==> config.mk <==
export PLATFORM = sky130hd
export DESIGN_NAME = rv_core
export DESIGN_NICKNAME = d
export VERILOG_FILES = /design/src/rtl/rv_pkg.sv /design/src/rtl/rv_core.sv /design/src/rtl/rv_decode.sv /design/src/rtl/rv_execute.sv /design/src/rtl/rv_regfile.sv /design/src/rtl/rv_result.sv
export SDC_FILE = /design/constraint.sdc
export NUM_CORES = 2
export LEC_CHECK = 0
export ABC_AREA = 1
export BUFFER_PORTS_ARGS = -buffer_cell sky130_fd_sc_hd__buf_2
export CAP_MARGIN = 30
export CORE_ASPECT_RATIO = 2
export CORE_MARGIN = 10
export CORE_UTILIZATION = 50
export DETAILED_ROUTE_END_ITERATION = 8
export HOLD_SLACK_MARGIN = 0.03
export PLACE_DENSITY = 0.66
export SLEW_MARGIN = 5
export SYNTH_ARGS = -nofsm -noshare
export SYNTH_HDL_FRONTEND = slang
export SYNTH_SLANG_ARGS = --single-unit
==> constraint.sdc <==
create_clock -name clk -period 3.5 [get_ports clk]
set_clock_uncertainty 0.2 [all_clocks]
set_input_delay 0.35 -clock clk [delete_from_list [all_inputs] [get_ports clk]]
set_output_delay 0.35 -clock clk [all_outputs]
set_load 0.02 [all_outputs]
==> src/rtl/rv_pkg.sv <==
package rv_pkg;

  // register and address width
  localparam int xlen = 32;
  localparam int reg_addr_w = 5;

  typedef logic [xlen-1:0] word_t;
  typedef logic [reg_addr_w-1:0] reg_idx_t;

  // major opcodes used by the decoder
  localparam logic [6:0] op_lui = 7'b01_101_11;
  localparam logic [6:0] op_auipc = 7'b00_101_11;
  localparam logic [6:0] op_reg_imm = 7'b00_100_11;
  localparam logic [6:0] op_reg_reg = 7'b01_100_11;
  localparam logic [6:0] op_environ = 7'b11_100_11;
  localparam logic [6:0] op_misc_mem = 7'b00_011_11;

  // funct7 variants of the alu group
  localparam logic [6:0] funct7_base = 7'b000_0000;
  localparam logic [6:0] funct7_alt = 7'b010_0000;

  // what occupies a pipeline slot
  typedef enum logic [1:0] {
    cycle_reset = 2'd0,
    cycle_no_stall = 2'd1
  } cycle_status_e;

  typedef enum logic [3:0] {
    alu_nop,
    alu_add,
    alu_sub,
    alu_sll,
    alu_slt,
    alu_sltu,
    alu_xor,
    alu_srl,
    alu_sra,
    alu_or,
    alu_and,
    alu_lui,
    alu_auipc
  } alu_op_e;

  // register-register layout, also covers the I-type fields
  typedef struct packed {
    logic [6:0] funct7;
    reg_idx_t rs2;
    reg_idx_t rs1;
    logic [2:0] funct3;
    reg_idx_t rd;
    logic [6:0] opcode;
  } insn_r_t;

  // upper-immediate layout
  typedef struct packed {
    logic [19:0] imm20;
    reg_idx_t rd;
    logic [6:0] opcode;
  } insn_u_t;

  typedef union packed {
    insn_r_t r;
    insn_u_t u;
  } insn_word_u;

endpackage

==> src/rtl/rv_core.sv <==
module rv_core #(
  parameter rv_pkg::word_t reset_pc = '0
) (
  input  logic                  clk,
  input  logic                  rst,
  input  rv_pkg::word_t         insn_i,
  output rv_pkg::word_t         pc_o,
  output logic                  halt_o,
  output rv_pkg::word_t         trace_pc_o,
  output rv_pkg::word_t         trace_insn_o,
  output rv_pkg::cycle_status_e trace_status_o,
  output logic                  trace_we_o,
  output rv_pkg::reg_idx_t      trace_rd_o,
  output rv_pkg::word_t         trace_data_o
);

  // decode to execute
  rv_pkg::word_t         d_pc;
  rv_pkg::word_t         d_insn;
  rv_pkg::cycle_status_e d_status;
  rv_pkg::reg_idx_t      d_rd;
  logic                  d_we;
  rv_pkg::alu_op_e       d_op;
  rv_pkg::word_t         d_operand_a;
  rv_pkg::word_t         d_operand_b;
  logic                  d_halt;

  // execute to memory
  rv_pkg::word_t         x_pc;
  rv_pkg::word_t         x_insn;
  rv_pkg::cycle_status_e x_status;
  rv_pkg::reg_idx_t      x_rd;
  logic                  x_we;
  rv_pkg::word_t         x_result;
  logic                  x_halt;

  // register file write port from writeback
  logic                  wb_we;
  rv_pkg::reg_idx_t      wb_rd;
  rv_pkg::word_t         wb_data;

  rv_decode #(
    .reset_pc (reset_pc)
  ) u_decode (
    .clk           (clk),
    .rst           (rst),
    .insn_i        (insn_i),
    .wb_we_i       (wb_we),
    .wb_rd_i       (wb_rd),
    .wb_data_i     (wb_data),
    .pc_o          (pc_o),
    .d_pc_o        (d_pc),
    .d_insn_o      (d_insn),
    .d_status_o    (d_status),
    .d_rd_o        (d_rd),
    .d_we_o        (d_we),
    .d_op_o        (d_op),
    .d_operand_a_o (d_operand_a),
    .d_operand_b_o (d_operand_b),
    .d_halt_o      (d_halt)
  );

  rv_execute u_execute (
    .clk           (clk),
    .rst           (rst),
    .d_pc_i        (d_pc),
    .d_insn_i      (d_insn),
    .d_status_i    (d_status),
    .d_rd_i        (d_rd),
    .d_we_i        (d_we),
    .d_op_i        (d_op),
    .d_operand_a_i (d_operand_a),
    .d_operand_b_i (d_operand_b),
    .d_halt_i      (d_halt),
    .x_pc_o        (x_pc),
    .x_insn_o      (x_insn),
    .x_status_o    (x_status),
    .x_rd_o        (x_rd),
    .x_we_o        (x_we),
    .x_result_o    (x_result),
    .x_halt_o      (x_halt)
  );

  rv_result u_result (
    .clk            (clk),
    .rst            (rst),
    .x_pc_i         (x_pc),
    .x_insn_i       (x_insn),
    .x_status_i     (x_status),
    .x_rd_i         (x_rd),
    .x_we_i         (x_we),
    .x_result_i     (x_result),
    .x_halt_i       (x_halt),
    .wb_we_o        (wb_we),
    .wb_rd_o        (wb_rd),
    .wb_data_o      (wb_data),
    .halt_o         (halt_o),
    .trace_pc_o     (trace_pc_o),
    .trace_insn_o   (trace_insn_o),
    .trace_status_o (trace_status_o),
    .trace_we_o     (trace_we_o),
    .trace_rd_o     (trace_rd_o),
    .trace_data_o   (trace_data_o)
  );

endmodule

==> src/rtl/rv_decode.sv <==
module rv_decode #(
  parameter rv_pkg::word_t reset_pc = '0
) (
  input  logic                  clk,
  input  logic                  rst,
  input  rv_pkg::word_t         insn_i,
  input  logic                  wb_we_i,
  input  rv_pkg::reg_idx_t      wb_rd_i,
  input  rv_pkg::word_t         wb_data_i,
  output rv_pkg::word_t         pc_o,
  output rv_pkg::word_t         d_pc_o,
  output rv_pkg::word_t         d_insn_o,
  output rv_pkg::cycle_status_e d_status_o,
  output rv_pkg::reg_idx_t      d_rd_o,
  output logic                  d_we_o,
  output rv_pkg::alu_op_e       d_op_o,
  output rv_pkg::word_t         d_operand_a_o,
  output rv_pkg::word_t         d_operand_b_o,
  output logic                  d_halt_o
);

  rv_pkg::word_t         f_pc;
  rv_pkg::word_t         d_pc;
  rv_pkg::insn_word_u    d_insn;
  rv_pkg::cycle_status_e d_status;
  rv_pkg::word_t         rs1_data;
  rv_pkg::word_t         rs2_data;
  rv_pkg::word_t         imm_i;
  rv_pkg::word_t         imm_u;
  rv_pkg::word_t         shamt;
  logic                  writes;
  logic                  is_ecall;
  logic                  slot_valid;

  // fetch pc, one word per cycle
  always_ff @(posedge clk) begin
    if (rst) begin
      f_pc <= reset_pc;
    end else begin
      f_pc <= f_pc + rv_pkg::xlen'(4);
    end
  end

  assign pc_o = f_pc;

  // fetch-to-decode register, insn_i arrives on the falling edge
  always_ff @(posedge clk) begin
    d_pc <= f_pc;
    d_insn <= insn_i;
    if (rst) begin
      d_status <= rv_pkg::cycle_reset;
    end else begin
      d_status <= rv_pkg::cycle_no_stall;
    end
  end

  rv_regfile u_regfile (
    .clk        (clk),
    .rst        (rst),
    .we_i       (wb_we_i),
    .rd_i       (wb_rd_i),
    .rd_data_i  (wb_data_i),
    .rs1_i      (d_insn.r.rs1),
    .rs2_i      (d_insn.r.rs2),
    .rs1_data_o (rs1_data),
    .rs2_data_o (rs2_data)
  );

  // I immediate sits in the funct7 and rs2 fields
  assign imm_i = {{20{d_insn.r.funct7[6]}}, d_insn.r.funct7, d_insn.r.rs2};
  assign imm_u = {d_insn.u.imm20, 12'b0};
  assign shamt = {{(rv_pkg::xlen - rv_pkg::reg_addr_w){1'b0}}, d_insn.r.rs2};

  assign is_ecall = (d_insn[31:7] == '0);

  always_comb begin
    d_op_o = rv_pkg::alu_nop;
    writes = 1'b0;
    d_operand_a_o = rs1_data;
    d_operand_b_o = rs2_data;
    case (d_insn.r.opcode)
      rv_pkg::op_lui: begin
        d_op_o = rv_pkg::alu_lui;
        writes = 1'b1;
        d_operand_a_o = '0;
        d_operand_b_o = imm_u;
      end
      rv_pkg::op_auipc: begin
        d_op_o = rv_pkg::alu_auipc;
        writes = 1'b1;
        d_operand_a_o = d_pc;
        d_operand_b_o = imm_u;
      end
      rv_pkg::op_reg_imm: begin
        writes = 1'b1;
        d_operand_b_o = imm_i;
        case (d_insn.r.funct3)
          3'b000: d_op_o = rv_pkg::alu_add;
          3'b010: d_op_o = rv_pkg::alu_slt;
          3'b011: d_op_o = rv_pkg::alu_sltu;
          3'b100: d_op_o = rv_pkg::alu_xor;
          3'b110: d_op_o = rv_pkg::alu_or;
          3'b111: d_op_o = rv_pkg::alu_and;
          3'b001: begin
            d_operand_b_o = shamt;
            if (d_insn.r.funct7 == rv_pkg::funct7_base) begin
              d_op_o = rv_pkg::alu_sll;
            end else begin
              writes = 1'b0;
            end
          end
          default: begin
            // funct3 101, right shifts
            d_operand_b_o = shamt;
            if (d_insn.r.funct7 == rv_pkg::funct7_base) begin
              d_op_o = rv_pkg::alu_srl;
            end else if (d_insn.r.funct7 == rv_pkg::funct7_alt) begin
              d_op_o = rv_pkg::alu_sra;
            end else begin
              writes = 1'b0;
            end
          end
        endcase
      end
      rv_pkg::op_reg_reg: begin
        writes = 1'b1;
        case ({d_insn.r.funct7, d_insn.r.funct3})
          {rv_pkg::funct7_base, 3'b000}: d_op_o = rv_pkg::alu_add;
          {rv_pkg::funct7_alt, 3'b000}: d_op_o = rv_pkg::alu_sub;
          {rv_pkg::funct7_base, 3'b001}: d_op_o = rv_pkg::alu_sll;
          {rv_pkg::funct7_base, 3'b010}: d_op_o = rv_pkg::alu_slt;
          {rv_pkg::funct7_base, 3'b011}: d_op_o = rv_pkg::alu_sltu;
          {rv_pkg::funct7_base, 3'b100}: d_op_o = rv_pkg::alu_xor;
          {rv_pkg::funct7_base, 3'b101}: d_op_o = rv_pkg::alu_srl;
          {rv_pkg::funct7_alt, 3'b101}: d_op_o = rv_pkg::alu_sra;
          {rv_pkg::funct7_base, 3'b110}: d_op_o = rv_pkg::alu_or;
          {rv_pkg::funct7_base, 3'b111}: d_op_o = rv_pkg::alu_and;
          // M extension and unknown encodings
          default: writes = 1'b0;
        endcase
      end
      rv_pkg::op_misc_mem: begin
        // fence has nothing to order here
        d_op_o = rv_pkg::alu_nop;
      end
      default: begin
        writes = 1'b0;
      end
    endcase
  end

  assign slot_valid = (d_status == rv_pkg::cycle_no_stall);

  assign d_pc_o = d_pc;
  assign d_insn_o = d_insn;
  assign d_status_o = d_status;
  assign d_rd_o = d_insn.r.rd;
  assign d_we_o = writes && (d_insn.r.rd != '0) && slot_valid;
  assign d_halt_o = (d_insn.r.opcode == rv_pkg::op_environ) && is_ecall && slot_valid;

endmodule

==> src/rtl/rv_execute.sv <==
module rv_execute (
  input  logic                  clk,
  input  logic                  rst,
  input  rv_pkg::word_t         d_pc_i,
  input  rv_pkg::word_t         d_insn_i,
  input  rv_pkg::cycle_status_e d_status_i,
  input  rv_pkg::reg_idx_t      d_rd_i,
  input  logic                  d_we_i,
  input  rv_pkg::alu_op_e       d_op_i,
  input  rv_pkg::word_t         d_operand_a_i,
  input  rv_pkg::word_t         d_operand_b_i,
  input  logic                  d_halt_i,
  output rv_pkg::word_t         x_pc_o,
  output rv_pkg::word_t         x_insn_o,
  output rv_pkg::cycle_status_e x_status_o,
  output rv_pkg::reg_idx_t      x_rd_o,
  output logic                  x_we_o,
  output rv_pkg::word_t         x_result_o,
  output logic                  x_halt_o
);

  rv_pkg::alu_op_e x_op;
  rv_pkg::word_t   x_a;
  rv_pkg::word_t   x_b;
  logic [4:0]      sh;
  logic            lt_signed;
  logic            lt_unsigned;

  // payload of the decode-to-execute register
  always_ff @(posedge clk) begin
    x_pc_o <= d_pc_i;
    x_insn_o <= d_insn_i;
    x_rd_o <= d_rd_i;
    x_op <= d_op_i;
    x_a <= d_operand_a_i;
    x_b <= d_operand_b_i;
  end

  // slot control
  always_ff @(posedge clk) begin
    if (rst) begin
      x_status_o <= rv_pkg::cycle_reset;
      x_we_o <= 1'b0;
      x_halt_o <= 1'b0;
    end else begin
      x_status_o <= d_status_i;
      x_we_o <= d_we_i;
      x_halt_o <= d_halt_i;
    end
  end

  // only the low five bits shift
  assign sh = x_b[4:0];
  assign lt_signed = $signed(x_a) < $signed(x_b);
  assign lt_unsigned = x_a < x_b;

  always_comb begin
    case (x_op)
      rv_pkg::alu_add,
      rv_pkg::alu_auipc: x_result_o = x_a + x_b;
      rv_pkg::alu_sub: x_result_o = x_a - x_b;
      rv_pkg::alu_sll: x_result_o = x_a << sh;
      rv_pkg::alu_slt: x_result_o = {{(rv_pkg::xlen - 1){1'b0}}, lt_signed};
      rv_pkg::alu_sltu: x_result_o = {{(rv_pkg::xlen - 1){1'b0}}, lt_unsigned};
      rv_pkg::alu_xor: x_result_o = x_a ^ x_b;
      rv_pkg::alu_srl: x_result_o = x_a >> sh;
      rv_pkg::alu_sra: x_result_o = $signed(x_a) >>> sh;
      rv_pkg::alu_or: x_result_o = x_a | x_b;
      rv_pkg::alu_and: x_result_o = x_a & x_b;
      // upper immediate already in place
      rv_pkg::alu_lui: x_result_o = x_b;
      default: x_result_o = '0;
    endcase
  end

endmodule

==> src/rtl/rv_regfile.sv <==
module rv_regfile (
  input  logic             clk,
  input  logic             rst,
  input  logic             we_i,
  input  rv_pkg::reg_idx_t rd_i,
  input  rv_pkg::word_t    rd_data_i,
  input  rv_pkg::reg_idx_t rs1_i,
  input  rv_pkg::reg_idx_t rs2_i,
  output rv_pkg::word_t    rs1_data_o,
  output rv_pkg::word_t    rs2_data_o
);

  localparam int num_regs = 2 ** rv_pkg::reg_addr_w;

  rv_pkg::word_t regs [num_regs];

  // writes to x0 are dropped
  always_ff @(posedge clk) begin
    if (rst) begin
      regs <= '{default: '0};
    end else if (we_i && (rd_i != '0)) begin
      regs[rd_i] <= rd_data_i;
    end
  end

  // combinational reads, x0 forced to zero
  always_comb begin
    if (rs1_i == '0) begin
      rs1_data_o = '0;
    end else begin
      rs1_data_o = regs[rs1_i];
    end
    if (rs2_i == '0) begin
      rs2_data_o = '0;
    end else begin
      rs2_data_o = regs[rs2_i];
    end
  end

endmodule

==> src/rtl/rv_result.sv <==
module rv_result (
  input  logic                  clk,
  input  logic                  rst,
  input  rv_pkg::word_t         x_pc_i,
  input  rv_pkg::word_t         x_insn_i,
  input  rv_pkg::cycle_status_e x_status_i,
  input  rv_pkg::reg_idx_t      x_rd_i,
  input  logic                  x_we_i,
  input  rv_pkg::word_t         x_result_i,
  input  logic                  x_halt_i,
  output logic                  wb_we_o,
  output rv_pkg::reg_idx_t      wb_rd_o,
  output rv_pkg::word_t         wb_data_o,
  output logic                  halt_o,
  output rv_pkg::word_t         trace_pc_o,
  output rv_pkg::word_t         trace_insn_o,
  output rv_pkg::cycle_status_e trace_status_o,
  output logic                  trace_we_o,
  output rv_pkg::reg_idx_t      trace_rd_o,
  output rv_pkg::word_t         trace_data_o
);

  // memory stage
  rv_pkg::word_t         m_pc;
  rv_pkg::word_t         m_insn;
  rv_pkg::cycle_status_e m_status;
  rv_pkg::reg_idx_t      m_rd;
  logic                  m_we;
  rv_pkg::word_t         m_data;
  logic                  m_halt;

  // writeback stage
  rv_pkg::word_t         w_pc;
  rv_pkg::word_t         w_insn;
  rv_pkg::cycle_status_e w_status;
  rv_pkg::reg_idx_t      w_rd;
  logic                  w_we;
  rv_pkg::word_t         w_data;
  logic                  w_halt;

  always_ff @(posedge clk) begin
    m_pc <= x_pc_i;
    m_insn <= x_insn_i;
    m_rd <= x_rd_i;
    m_data <= x_result_i;
    w_pc <= m_pc;
    w_insn <= m_insn;
    w_rd <= m_rd;
    w_data <= m_data;
  end

  // halt is sticky once an ecall reaches writeback
  always_ff @(posedge clk) begin
    if (rst) begin
      m_status <= rv_pkg::cycle_reset;
      m_we <= 1'b0;
      m_halt <= 1'b0;
      w_status <= rv_pkg::cycle_reset;
      w_we <= 1'b0;
      w_halt <= 1'b0;
    end else begin
      m_status <= x_status_i;
      m_we <= x_we_i;
      m_halt <= x_halt_i;
      w_status <= m_status;
      w_we <= m_we;
      w_halt <= w_halt | m_halt;
    end
  end

  assign wb_we_o = w_we;
  assign wb_rd_o = w_rd;
  assign wb_data_o = w_data;
  assign halt_o = w_halt;

  assign trace_pc_o = w_pc;
  assign trace_insn_o = w_insn;
  assign trace_status_o = w_status;
  assign trace_we_o = w_we;
  assign trace_rd_o = w_rd;
  assign trace_data_o = w_data;

endmodule

* Yosys cells after proc, flatten, opt, wreduce, memory -nomap -nowiden
Index checks and enable logic that the tools add are counted.
Cells by class: $add $sub $neg 3, magnitude comparators 6, equality and inequality tests 34, shift-type cells 3, muxes and demuxes 28, bitwise gates (word level) 7, reductions and logical operators 18
Operators with widths (number):
- 1024-bit bitwise mux | 1
- 32-bit one-hot mux with 11 select lines | 1
- 32-bit binary-select mux with 5-bit select | 2
- 32-bit 2-to-1 mux | 8
- 32-bit demux with 5-bit select | 1
- 32-bit one-hot mux with 2 select lines | 2
- 32-bit < comparator | 2
- 10-bit by 3-bit equality test with 1-bit output, second input constant | 4
- 4-bit one-hot mux with 10 select lines | 1
- 32-bit by 3-bit adder with 32-bit output, second input constant | 1
- 32-bit adder | 1
- 32-bit AND | 1
- 32-bit OR | 1
- 32-bit by 5-bit << shifter with 32-bit output | 1
- 32-bit by 5-bit right shift with 32-bit output | 1
- 32-bit by 5-bit >>> shifter with 32-bit output | 1
- 32-bit subtractor | 1
- 32-bit XOR | 1
- 4-bit one-hot mux with 7 select lines | 1
- 25-bit zero test | 1
- 7-bit by 6-bit equality test with 1-bit output, second input constant | 3
- 10-bit by 2-bit equality test with 1-bit output, second input constant | 2
- 10-bit by 9-bit equality test with 1-bit output, second input constant | 2
- 4-bit equality test, second input constant | 5
- other kinds (29) | 54
Storage, ports and cells: flip-flop bits (word level) 1469, input bits 34, output and inout port bits 137, word-level logic and storage cells 158

* Longest topological paths before layout
word-level depth 7, gate-level depth with buffers 18, depth with buffers taken out 16

* Cells and area by module
From an unflattened synthesis, not the netlist that was laid out.
Second synthesis, totals: cell total of the unflattened synthesis 11750, area, all modules 75493.7 µm²
Modules (own cells, without submodules):
- rv_regfile | instances 1, cells each 8576, area an instance 53442.5 µm², sequential area each 20499.7 µm²
- rv_execute | instances 1, cells each 2353, area an instance 13196.4 µm², sequential area each 2822.7 µm²
- rv_result | instances 1, cells each 265, area an instance 4560.6 µm², sequential area each 4204.0 µm²
- rv_decode | instances 1, cells each 556, area an instance 4294.1 µm², sequential area each 1861.8 µm²

* Worst setup path before layout
OpenSTA, ideal clock, no wires.
path type reg-to-reg, start point register u_execute.x_b[4], end point register u_result.m_data[26], library setup time 0.120 ns, data arrival time 2.311 ns, data required time 3.180 ns, slack 0.868 ns, stages on the path, launching flop included 16, path buffers 3, period minus slack after synthesis 2.632 ns, cells stage by stage dfxtp_1 -> inv_2 -> buf_2 -> clkbuf_1 -> ha_1 -> clkbuf_1 -> nor2_1 -> nand3_1 -> nand3_1 -> nand2_1 -> nand2_1 -> nand2_1 -> nand3_1 -> nand2_1 -> nand3_1 -> nand3_1
Between the ends: word-level cells in the longest chain between the ends 2, elaborated cells between the ends (all ways) 6, those cells by class 2 x add/sub; 3 x shift; 1 x mux
RTL lines:
- from (decl) | RTL line rv_execute.sv:24 | rv_pkg::word_t x_b;
- from (signal assigned) | RTL line rv_execute.sv:36 | x_b <= d_operand_b_i;
- 32-bit subtractor (tied with other cells) | RTL line rv_execute.sv:61 | rv_pkg::alu_sub: x_result_o = x_a - x_b;
- 32-bit one-hot mux with 11 select lines * | RTL line rv_execute.sv:58 | case (x_op)
- to (signal assigned) | RTL line rv_result.sv:45 | m_data <= x_result_i;
- to (decl) | RTL line rv_result.sv:29 | rv_pkg::word_t m_data;
Mark *: on every way between the ends. The rest lies on a longest branch, timed or not. A chain may end at the register's enable or synchronous reset.

* Worst setup path in the final report
start point register u_decode.d_insn (netlist bit u_decode.d_insn_o[16]), end point register u_execute.x_a[3]
Between the ends: word-level cells in the longest chain between the ends 6, elaborated cells between the ends (all ways) 7, those cells by class 5 x mux; 1 x bitwise; 1 x reduce/logical
RTL lines:
- from (decl) | RTL line rv_decode.sv:24 | rv_pkg::insn_word_u d_insn;
- from (signal assigned) | RTL line rv_decode.sv:49 | d_insn <= insn_i;
- 5-bit NOT with 6-bit output (implied by the code) | RTL line rv_regfile.sv:31 | rs1_data_o = regs[rs1_i];
- 32-bit binary-select mux with 5-bit select | RTL line rv_regfile.sv:31
- 32-bit 2-to-1 mux (implied by the code) (2 in a row) | RTL line rv_regfile.sv:31
- 32-bit 2-to-1 mux * | RTL line rv_regfile.sv:28 | if (rs1_i == '0) begin
- 32-bit one-hot mux with 2 select lines * | RTL line rv_decode.sv:81 | case (d_insn.r.opcode)
- via d_operand_a[3] | RTL line rv_core.sv:24 | rv_pkg::word_t d_operand_a;
- to (signal assigned) | RTL line rv_execute.sv:35 | x_a <= d_operand_a_i;
- to (decl) | RTL line rv_execute.sv:23 | rv_pkg::word_t x_a;
The timed path passes the listed nets; every way through them passes the cells marked *. The select of a mux whose other input is x is not followed.

==> reports/qor.csv <==
stage,metric,value,unit
floorplanning,DIE AREA,0.164,mm2
routing,Routed Antenna Nets,0,
floorplanning,Initial Utilization,50.3,%
placed_design,Routability Congestion,1.10,
synthesis,mux contribution to synthesized area,0.0136,%
worst_setup_path,crit path max fanout,62,
routing,Wirelength per Cell,30.4,um
global_routing,gr usage total,46.9,%
clock_tree,clock transition at the registers of the reported paths,0.07,ns
placed_design,DP Area,0.0778,mm2
sta,Relative slew margins,19.7,%
sta,final-report max-slew violation count,0,
global_routing,first-pass GRT wire length,563000,um
synthesis,largest family of logic cells by synthesized area,compound AO/OA/AOI/OAI gates,
placed_design,hpwl dp,268000,um
synthesis,dominant cells by area after synthesis,"dfxtp_1, o21ai_0, nor2_1, a21oi_1, nand2_1",
clock_tree,Inserted Clock Buffers,144,
synthesis,Syn Area/Cell,6.65,um2
clock_tree,CTS max path bufs,4,
synthesis,asr flop ratio synth,0,%
power_and_ir_drop,leakage,0.0358,uW
worst_setup_path,critical path capture point type,flop,
synthesis,sequential area share after synthesis,39.1,%
routing,# DRC,1,
synthesis,Synth Area in Compound Gates,26.0,%
global_routing,vias in the first global route,78300,
routing,final wirelength,397000,um
layout,Area Growth Syn to Fin,12.9,%
global_routing,total gr overflow,0,
layout,Nets,11200,
worst_setup_path,"Req. time, crit path",3.96,ns
clock_tree,CTS tree,built,
routing,Iteration-0 DRC Markers,13100,
sta,Fin. Hold Viols,0,
sta,RSZ-0062 raised after global routing,no,
sta,Tmin final,3.54,ns
layout,Sequential cell area,0.0289,mm2
synthesis,simple-gate share of the synthesized area,23.1,%
power_and_ir_drop,VDD IR max,0.486,mV
clock_tree,clock root buffer,clkbuf_16,
clock_tree,worst skew pair latency,0.86,ns
min_path,worst hold path type,primary input to flop,
flow_run,max-cap violations,0,
layout,Finished Layout Cells,13100,
synthesis,"FF+latch count, synth",1444,
sta,Max Clk Rate,283,MHz
run_status,outcome,"finished, violations left",
floorplanning,Core ar.,0.147,mm2
placed_design,port bufs,165,
global_routing,largest net degree at the start of global routing,140,
global_routing,initial antenna violation count,52,
sta,Final setup viols,1,
synthesis,xor and xnor area share after synthesis,0.0356,%
layout,post-route cell area,0.0834,mm2
power_and_ir_drop,total power,41300,uW
layout,Fillers,14200,
placed_design,pre-CTS setup slack,-0.0257,ns
floorplanning,Ports,171,
synthesis,Yosys Warn Count,0,
sta,Slew @ Worst Pin,1.20,ns
layout,footprint of the multi-input gates,0.0377,mm2
synthesis,mapped cell area,0.0738,mm2
layout,most frequent cells in the layout,"o21ai_0, nor2_1, dfxtp_1",
floorplanning,die width,292,um
synthesis,Yosys cell types,53,
worst_setup_path,critical path class,flop to flop,
synthesis,Post-synth EDFFs,0,
layout,"most common cell after layout, fill and taps aside",o21ai_0,
floorplanning,Die H,563,um
clock_tree,CTS H-tree depth,4,
sta,total negative slack,-0.0391,ns
clock_tree,CTS Sinks,1444,
power_and_ir_drop,Cell Pwr Density,495,mW/mm2
synthesis,adder-cell share of the synthesized area,1.71,%
routing,via-per-instance ratio,6.47,
routing,DR vias,84500,
synthesis,Yosys top cell by area,dfxtp_1,
floorplanning,row cnt,199,
sta,Final period util,101,%
layout,layout cells sized above 1,8.95,%
placed_design,dpl cells,12700,
synthesis,top cell type's share of synthesized area,39.1,%
synthesis,top_reg_cell synth,dfxtp_1,
routing,drt first pass iters,9,
run_status,failing checks,"DRC, setup timing",
worst_setup_path,Worst setup SP type,flop,
sta,setup ws final,-0.0391,ns
worst_setup_path,Worst R2R Setup Slack,-0.04,ns
worst_setup_path,CP arrival,4.00,ns
synthesis,Gate Count Post-Synth,11100,
[report_power, final]
part           leakage (uW)  switching, uW  internal (uW)
Clock               0.00225           7110           8780
Combinational        0.0218           6240           2180
Sequential           0.0117            292          16700
[synth_stat cells (all sizes together) (4+ instances only)]
master / count
o21ai: 2037
nor2: 1684
dfxtp: 1444
nand2: 1429
a21oi: 1093
inv: 900
nand3: 818
clkbuf: 549
buf: 374
o211ai: 348
ha: 98
o22ai: 94
nand4: 72
nor3: 68
and2: 12
o21bai: 11
o2111ai: 10
or2: 10
nand3b: 9
a31oi: 6
nor3b: 6
clkinv: 4
nor4: 4
[critical path, cell delays in order (launching register included)]
cell and delay [ns]:
dfxtp_4 0.72, inv_4 0.09, buf_12 0.20, a21oi_1 0.19, o21ai_0 0.10, nand3_1 0.08
o21ai_0 0.12, buf_4 0.14, nand2_1 0.22, nand3_1 0.21, o21ai_1 0.88
[per-stage QoR]
step | hold WS (ns) | util [%]
global placement | 0.110 | 53.0
finish | 0.0188 | 56.7
global route | 0.00646 | 56.7
CTS | 0.0311 | 56.5
floorplan | 0.110 | -
detailed placement | 0.112 | 53.0
[registers in the layout (all words and copies together), names as in the netlist, 30 cells and up]
| register | cells |
|---|---|
| u_execute.x_pc_o | 30 |
| u_decode.pc_o | 30 |
| u_decode.d_insn_o | 32 |
| u_result.m_data | 32 |
| u_result.trace_data_o | 32 |
| u_result.trace_pc_o | 30 |
| u_execute.x_b | 32 |
| u_result.m_pc | 30 |
| u_decode.u_regfile.regs | 1024 |
| u_execute.x_insn_o | 32 |
| u_decode.d_pc_o | 30 |
| u_execute.x_a | 32 |
| u_result.m_insn | 32 |
| u_result.trace_insn_o | 32 |
[area by class of cell]
class / count / share of cell area [%]
multi-input cells: 7833 / 45.3
flip-flops and latches: 1444 / 34.7
repair buffers: 697 / 7.44
clock buffers: 195 / 4.84
inverters: 904 / 4.11
well taps: 1909 / 2.87
clock inverters: 46 / 0.635
diodes: 43 / 0.129
[logic make-up (layout without fill, tap and decap cells)]
family	count (synthesis)	count (layout)
AO/OA/AOI/OAI	3609	3609
XOR/XNOR	3	3
adder cells (fa/ha/maj)	100	100
buffers and inverters	1827	1842
flip-flops	1444	1444
multiplexers	1	1
other	1	48
AND/OR/NAND/NOR	4115	4115
[metal layers]
metal  GRT usage, %  vias to the layer above  part of all wire [%]
li1               -                    36900                     -
met1           46.2                    38700                    30
met2           74.7                     6404                    45
met3           14.0                     2470                    11
met4           52.2                       30                    14
met5          0.470                        -                 0.075
[final timing paths]
path,cells after the start,to,from
worst max-delay path,10,u_execute.x_a[3],u_decode.d_insn_o[16]
worst min-delay path,2,u_decode.d_insn_o[21],insn_i[21]
worst max register to register,10,u_execute.x_a[3],u_decode.d_insn_o[16]
worst min register to register,0,u_result.m_insn[20],u_execute.x_insn_o[20]
[what timing repair did]
item | CTS | global route
buffers inserted | 0 | 1
gates resized for setup | 1 | 6
setup endpoints to repair | 1 | 10
hold endpoints to repair | 86 | 1
hold buffers | 61 | 1
Power figures use the tool's default switching activity.
